[src/source/cp0Pkg.sv]
`default_nettype none

package cp0Pkg;

    // CP0 register numbers, also the Wishbone word address
    localparam logic [4:0] regStatus = 5'd12;
    localparam logic [4:0] regCause  = 5'd13;
    localparam logic [4:0] regEpc    = 5'd14;
    localparam logic [4:0] regPrid   = 5'd15;

    // Exception codes written into Cause
    localparam logic [4:0] excInt     = 5'd0;
    localparam logic [4:0] excAdEL    = 5'd4;  // Load or fetch address error
    localparam logic [4:0] excAdES    = 5'd5;  // Store address error
    localparam logic [4:0] excSyscall = 5'd8;
    localparam logic [4:0] excBreak   = 5'd9;
    localparam logic [4:0] excRi      = 5'd10; // Reserved instruction
    localparam logic [4:0] excOv      = 5'd12; // Arithmetic overflow

    // Status word as seen field by field
    typedef struct packed {
        logic [15:0] upper;
        logic [7:0]  im;       // Upper six bits mask the hardware lines
        logic [5:0]  reserved;
        logic        exl;      // Exception level
        logic        ie;       // Global interrupt enable
    } statusFields;

    // Written by the host as one word, decoded by the take logic as fields
    typedef union packed {
        logic [31:0] raw;
        statusFields fields;
    } statusWord;

    // Cause word layout
    localparam int causeBdBit   = 31;
    localparam int causeIpLow   = 10; // Six hardware pending bits from here up
    localparam int causeCodeLow = 2;  // Five code bits from here up

    // Single handler entry point
    localparam logic [31:0] handlerVector = 32'h8000_0180;

endpackage

`default_nettype wire
[src/source/cp0Links.sv]
`timescale 1ns/1ps
`default_nettype none

// Chosen synchronous exception, from the collector to the register unit
interface excLink;
    logic        valid;
    logic [4:0]  code;
    logic        branchDelay;
    logic [31:0] victimPc;    // Also carries the decode PC when nothing is valid

    modport source (output valid, output code, output branchDelay, output victimPc);
    modport sink (input valid, input code, input branchDelay, input victimPc);
endinterface

// Status going out to the sampler, interrupt state coming back
interface irqLink import cp0Pkg::*;
();
    statusWord  status;
    logic [5:0] pending;
    logic       request;      // Masked and enabled, EXL not applied

    modport ctrl (output status, input pending, input request);
    modport sampler (input status, output pending, output request);
endinterface

`default_nettype wire

[src/source/cp0Top.sv]
`timescale 1ns/1ps
`default_nettype none

module cp0Top
#(
    parameter logic [31:0] STATUS_INIT = 32'h0000_FF11,
    parameter logic [31:0] PRID_VALUE  = 32'h0001_8000
)
(
    input  logic        clk,
    input  logic        reset,
    input  logic        decSyscall,
    input  logic        decBreak,
    input  logic        decRi,
    input  logic [31:0] pcDecodeNext,
    input  logic        memOv,
    input  logic        memAdEL,
    input  logic        memAdES,
    input  logic        memBranchDelay,
    input  logic [31:0] pcMemNext,
    input  logic [5:0]  hwInt,
    input  logic        eret,
    input  logic        wbCyc,
    input  logic        wbStb,
    input  logic        wbWe,
    input  logic [4:0]  wbAdr,
    input  logic [31:0] wbDatW,
    output logic [31:0] wbDatR,
    output logic        wbAck,
    output logic        excTaken,
    output logic [31:0] handlerPc,
    output logic [31:0] epc,
    output logic        exl
);

    excLink excBus();
    irqLink irqBus();

    excCollector u_excCollector (
        .decSyscall     (decSyscall),
        .decBreak       (decBreak),
        .decRi          (decRi),
        .pcDecodeNext   (pcDecodeNext),
        .memOv          (memOv),
        .memAdEL        (memAdEL),
        .memAdES        (memAdES),
        .memBranchDelay (memBranchDelay),
        .pcMemNext      (pcMemNext),
        .exc            (excBus.source)
    );

    irqSampler u_irqSampler (
        .clk   (clk),
        .reset (reset),
        .hwInt (hwInt),
        .irq   (irqBus.sampler)
    );

    cp0Regs #(
        .STATUS_INIT (STATUS_INIT),
        .PRID_VALUE  (PRID_VALUE)
    ) u_cp0Regs (
        .clk       (clk),
        .reset     (reset),
        .eret      (eret),
        .wbCyc     (wbCyc),
        .wbStb     (wbStb),
        .wbWe      (wbWe),
        .wbAdr     (wbAdr),
        .wbDatW    (wbDatW),
        .wbDatR    (wbDatR),
        .wbAck     (wbAck),
        .excTaken  (excTaken),
        .handlerPc (handlerPc),
        .epc       (epc),
        .exl       (exl),
        .exc       (excBus.sink),
        .irq       (irqBus.ctrl)
    );

endmodule

`default_nettype wire

[src/source/cp0Regs.sv]
`timescale 1ns/1ps
`default_nettype none

module cp0Regs import cp0Pkg::*;
#(
    parameter logic [31:0] STATUS_INIT = 32'h0000_FF11,
    parameter logic [31:0] PRID_VALUE  = 32'h0001_8000
)
(
    input  logic        clk,
    input  logic        reset,
    input  logic        eret,
    input  logic        wbCyc,
    input  logic        wbStb,
    input  logic        wbWe,
    input  logic [4:0]  wbAdr,
    input  logic [31:0] wbDatW,
    output logic [31:0] wbDatR,
    output logic        wbAck,
    output logic        excTaken,
    output logic [31:0] handlerPc,
    output logic [31:0] epc,
    output logic        exl,
    excLink.sink        exc,
    irqLink.ctrl        irq
);

    statusWord   status;
    logic [31:0] cause;
    logic [31:0] epcReg;
    logic        take;
    logic        busReq;
    logic        accept;
    logic [31:0] readData;

    // Exception beats interrupt, both wait while EXL is set
    assign take = !status.fields.exl && (exc.valid || irq.request);

    // No new request during the ack cycle, the master still holds stb
    assign busReq = wbCyc && wbStb && !wbAck;
    assign accept = busReq && !take && !eret; // Take and ERET hold off the bus

    always_comb
    begin
        case (wbAdr)
            regStatus: readData = status.raw;
            regCause:  readData = cause;
            regEpc:    readData = epcReg;
            regPrid:   readData = PRID_VALUE;
            default:   readData = '0;
        endcase
    end

    always_ff @(posedge clk)
    begin
        if (reset)
        begin
            status.raw <= STATUS_INIT;
            cause      <= '0;
            epcReg     <= '0;
        end
        else if (take)
        begin
            status.fields.exl        <= 1'b1;
            cause[causeBdBit]        <= exc.valid & exc.branchDelay;
            cause[causeIpLow +: 6]   <= irq.pending;
            cause[causeCodeLow +: 5] <= exc.valid ? exc.code : excInt;
            epcReg                   <= exc.victimPc; // Decode PC-4 for an interrupt
        end
        else if (eret)
        begin
            status.fields.exl <= 1'b0;
        end
        else if (accept && wbWe)
        begin
            case (wbAdr)
                regStatus: status.raw <= wbDatW;
                regCause:  cause      <= wbDatW;
                regEpc:    epcReg     <= wbDatW;
                default:   ;                      // PRId and unmapped are dropped
            endcase
        end
    end

    always_ff @(posedge clk)
    begin
        if (reset)
        begin
            excTaken <= 1'b0;
            wbAck    <= 1'b0;
        end
        else
        begin
            excTaken <= take;
            wbAck    <= accept;
        end
    end

    // Read data lines up with the ack
    always_ff @(posedge clk)
    begin
        if (accept)
        begin
            wbDatR <= readData;
        end
    end

    assign handlerPc  = handlerVector;
    assign epc        = epcReg;
    assign exl        = status.fields.exl;
    assign irq.status = status;

    assert property (@(posedge clk) disable iff (reset) wbAck |=> !wbAck)
        else $error("cp0Regs: wbAck high on two cycles in a row");

    // Pulse lags the take edge, so look at EXL one cycle back
    assert property (@(posedge clk) disable iff (reset) excTaken |-> !$past(exl))
        else $error("cp0Regs: take while EXL was set");

endmodule

`default_nettype wire

[src/source/irqSampler.sv]
`timescale 1ns/1ps
`default_nettype none

module irqSampler
(
    input  logic       clk,
    input  logic       reset,
    input  logic [5:0] hwInt,
    irqLink.sampler    irq
);

    logic [5:0] hwIntReg;
    logic [5:0] enabled;

    // Lines are asynchronous to the core, take one sample per cycle
    always_ff @(posedge clk)
    begin
        if (reset)
        begin
            hwIntReg <= '0;
        end
        else
        begin
            hwIntReg <= hwInt;
        end
    end

    assign enabled = hwIntReg & irq.status.fields.im[7:2]; // IM7..IM2

    assign irq.pending = hwIntReg;
    assign irq.request = irq.status.fields.ie && (|enabled);

endmodule

`default_nettype wire

[src/source/excCollector.sv]
`timescale 1ns/1ps
`default_nettype none

module excCollector import cp0Pkg::*;
(
    input  logic        decSyscall,
    input  logic        decBreak,
    input  logic        decRi,
    input  logic [31:0] pcDecodeNext,   // Decode stage PC+4
    input  logic        memOv,
    input  logic        memAdEL,
    input  logic        memAdES,
    input  logic        memBranchDelay,
    input  logic [31:0] pcMemNext,      // Memory stage PC+4
    excLink.source      exc
);

    logic memAny;
    logic decAny;

    assign memAny = memAdEL | memAdES | memOv;
    assign decAny = decRi | decSyscall | decBreak;

    assign exc.valid = memAny | decAny;

    // Memory stage holds the older instruction, so it goes first
    always_comb
    begin
        if (memAdEL)
            exc.code = excAdEL;
        else if (memAdES)
            exc.code = excAdES;
        else if (memOv)
            exc.code = excOv;
        else if (decRi)
            exc.code = excRi;
        else if (decSyscall)
            exc.code = excSyscall;
        else if (decBreak)
            exc.code = excBreak;
        else
            exc.code = excInt;
    end

    // Victim PC back from the PC+4 of the reporting stage
    always_comb
    begin
        if (memAny)
        begin
            if (memBranchDelay)
                exc.victimPc = pcMemNext - 32'd8; // Point at the branch itself
            else
                exc.victimPc = pcMemNext - 32'd4;
        end
        else
        begin
            exc.victimPc = pcDecodeNext - 32'd4;  // Interrupts resume here too
        end
    end

    assign exc.branchDelay = memAny & memBranchDelay;

    // One memory access cannot fault as load and store at once
    always_comb
    begin
        assert #0 (!(memAdEL && memAdES))
            else $error("excCollector: memAdEL and memAdES both high");
    end

endmodule

`default_nettype wire

[config.mk]
export PLATFORM = sky130hd
export DESIGN_NAME = cp0Top
export DESIGN_NICKNAME = d
export VERILOG_FILES = /design/src/source/cp0Pkg.sv /design/src/source/cp0Links.sv /design/src/source/cp0Top.sv /design/src/source/cp0Regs.sv /design/src/source/irqSampler.sv /design/src/source/excCollector.sv
export SDC_FILE = /design/constraint.sdc
export NUM_CORES = 1
export LEC_CHECK = 0
export ABC_AREA = 1
export BUFFER_PORTS_ARGS = -buffer_cell sky130_fd_sc_hd__buf_4
export CAP_MARGIN = 20
export CORE_UTILIZATION = 37
export DETAILED_ROUTE_END_ITERATION = 7
export GPL_ROUTABILITY_DRIVEN = 0
export SETUP_SLACK_MARGIN = 0.2
export SYNTH_ARGS = -nofsm -noshare
export SYNTH_HDL_FRONTEND = slang
export SYNTH_SLANG_ARGS = --single-unit
[constraint.sdc]
create_clock -name clk -period 2.2 [get_ports clk]
set_clock_uncertainty 0.1 [all_clocks]
set_input_delay 0.44 -clock clk [delete_from_list [all_inputs] [get_ports clk]]
set_output_delay 0.44 -clock clk [all_outputs]
set_load 0.02 [all_outputs]
==> flow_summary.ini <==
[status]
status = finished clean

[timing]
hold_violations = 0
setup_ws_ps = 317
final.setup.tns_ps = 0
fin_crit_sh = 0.856
worst_slew_pin_slew_ps = 489
maxSlewViolCount = 0
setup_viol = 0
rsz0062_at_grt = yes
max_clock_freq_mhz = 531
relSlewSlack = 0.671
min_period_ps = 1880

[finish]
n_fill_cell = 2182
n_antenna_cell = 0
layout.nets = 1531
drive_above_1_share = 0.227
finalNonFillerCells = 1695
fin_area_um2 = 10700
syn2layout_area_growth_pct = 33.5

[place]
placed_cells = 1657
io_buffers = 186
placed_cell_area_um2 = 10000
place_ws_ps = -51.2
place_hpwl_um = 22000

[yosys]
synth_cell_type_count = 46
synth-seq-cells = 136
synth-edff-count = 32
yosysWarnings = 0
ys_top_cells_by_area = dfxtp_1 (26%), nand2_1 (15%), edfxtp_1 (12%)
async_reset_ff_frac = 0
ys.flop_type = dfxtp_1
synth_area_um2 = 8010
syn_inst = 1179
yosys.area.top_type = dfxtp_1
avgSynthCellArea_um2 = 6.79
seq_area_frac_synth = 0.380
netlist.area_leader.share = 0.260

[run]
max_cap_violations = 0

[critical_path]
worst_setup_path_end_kind = register
criticalPathCategory = reg2reg
worstPathRequired_ps = 2400
worst_setup_path_start_kind = register
crit_start = u_cp0Regs.irq.status[13]$_SDFFE_PP1P_
reg2reg_from = u_cp0Regs.irq.status[13]$_SDFFE_PP1P_
crit_fanout = 11
crit_arrival_ps = 2080

[clock_network]
ctsHoldBuffers = 0
cts_inserted_buffers = 17
cts_htree_levels = 4
cts.path.max_buffers = 2
clk_pin_slew_ps = 60
insertion_delay_ps = 420
cts-root-buf = clkbuf_16
cts_tree = done
clock-sinks = 136

[grt]
grt_max_degree = 41
grt_overflow = 0
track_usage = 0.252
antenna_found_initial = 0
grt_pass1_vias = 7659
grt_pass1_wl_um = 42400

[drt]
wirelength_um = 28100
vias = 8605
firstDrtPassIters = 5
via_per_inst = 5.08
drt-initial-drc-count = 625
drc = 0
final_antenna_net_count = 0
avgRoutedWirePerCell_um = 16.6

[floorplanning]
die_w_um = 149
rows = 53
die_y_um = 149
start_util = 0.380
dieArea_um2 = 22200
core_area_um2 = 21100
ios = 219

[power]
leakage_uw = 0.00470
irDropWorstVdd_uv = 376
powerDensity_nw_per_um2 = 661

[hold_path]
hp-class = in2reg
hp-start = hwInt[2]
-- worst max-delay path: stages, from the launching register on --
cell	delay, ps
dfxtp_1	320
nand2_1	60
nand2_1	70
nor2_1	110
nand2_1	50
nand2_1	120
nand2_2	110
nand2_8	140
buf_12	150
o31ai_4	120
buf_6	170
o21ai_0	160
a31oi_1	60
-- Yosys cell counts, types with 2 or more instances --
cell type / count
nor3_1: 11
nand3b_1: 4
buf_1: 2
a31oi_1: 14
o21ai_0: 75
dfxtp_1: 104
nand4_1: 25
nand3_1: 81
buf_6: 5
nor4_1: 2
inv_1: 117
clkbuf_1: 24
buf_4: 37
a22oi_1: 2
edfxtp_1: 32
o211ai_1: 29
or2_1: 2
xnor2_1: 6
buf_2: 14
o221ai_1: 4
conb_1: 2
nor2_2: 5
a21oi_1: 74
xor2_1: 12
inv_2: 3
or2_2: 9
o21ai_1: 2
nor2_1: 128
o21bai_1: 5
ha_1: 4
nand2_2: 2
nand2_1: 329
-- state kept, by name (all words and copies together), names as in the netlist --
name / count
u_cp0Regs.epc: 32
u_irqSampler.irq.pending: 6
u_cp0Regs.irq.status: 32
u_cp0Regs.wbDatR: 32
u_cp0Regs.wbAck: 1
u_cp0Regs.cause: 32
u_cp0Regs.excTaken: 1
-- per-layer routing --
| layer | routed length, µm | global-route usage | vias to the layer above |
|---|---|---|---|
| met5 | 0 | 0 | - |
| met4 | 580 | 0.0755 | 0 |
| met3 | 2520 | 0.0480 | 38 |
| met2 | 12800 | 0.404 | 417 |
| met1 | 12200 | 0.343 | 3889 |
| li1 | - | - | 4261 |
-- cell type report --
cell class / count / area (µm²) / share of cell area
clock buffer: 18 / 429 / 0.0401
clock inverter: 14 / 180 / 0.0169
inverter: 120 / 450 / 0.0421
multi-input combinational: 870 / 4160 / 0.389
sequential: 136 / 3040 / 0.285
tap: 275 / 344 / 0.0322
timing repair buffer: 262 / 2090 / 0.195
-- cells in the final DEF, fill, tap and decap left out, types with 12 or more instances in the layout --
| cell type | instances |
|---|---|
| nand2_1 | 329 |
| a31oi_1 | 14 |
| o21ai_0 | 75 |
| nand4_1 | 25 |
| conb_1 | 32 |
| nand3_1 | 81 |
| buf_4 | 252 |
| o211ai_1 | 29 |
| nor2_1 | 124 |
| inv_1 | 117 |
| a21oi_1 | 74 |
| clkbuf_16 | 18 |
| edfxtp_1 | 32 |
| xor2_1 | 12 |
| dfxtp_1 | 104 |
-- timing repair --
| action | in CTS | in global routing |
|---|---|---|
| endpoints found under the setup margin | 7 | 16 |
| gates cloned | 0 | 1 |
| setup buffers | 0 | 5 |
| resized for setup | 1 | 5 |
| pin swaps | 0 | 1 |
-- power breakdown --
group / internal, µW / switching [µW] / total [µW] / leakage [µW]
Combinational: 541 / 810 / 1350 / 0.00330
Clock: 1880 / 1060 / 2950 / 0.000285
Sequential: 2670 / 105 / 2770 / 0.00112
-- cell families after synthesis --
kind of cell	synth area share
AND/OR/NAND/NOR	0.320
AO/OA/AOI/OAI	0.154
buffers and inverters	0.120
flip-flops	0.380
XOR/XNOR	0.0197
adder cells (fa/ha/maj)	0.00625
other	0.000938
-- per-stage QoR --
stage / hold slack, ps / total power [µW] / util
6_report: 120 / 7070 / 0.507
5_1_grt: 122 / 7330 / 0.507
4_1_cts: 109 / 7050 / 0.503
3_5_place_dp: 346 / 4120 / 0.474
3_3_place_gp: 338 / 4120 / 0.474
2_1_floorplan: 326 / 3490 / -
-- path summary, 6_finish.rpt --
path,cells after the start,slack (ps),end
min reg2reg,2,350,u_cp0Regs.irq.status[24]$_SDFFE_PP0P_
min,3,120,u_irqSampler.irq.pending[2]$_SDFF_PP0_
max reg2reg,12,320,u_cp0Regs.cause[13]$_SDFFE_PP0P_
max,12,320,u_cp0Regs.cause[13]$_SDFFE_PP0P_
(Power assumes the default switching activity.)
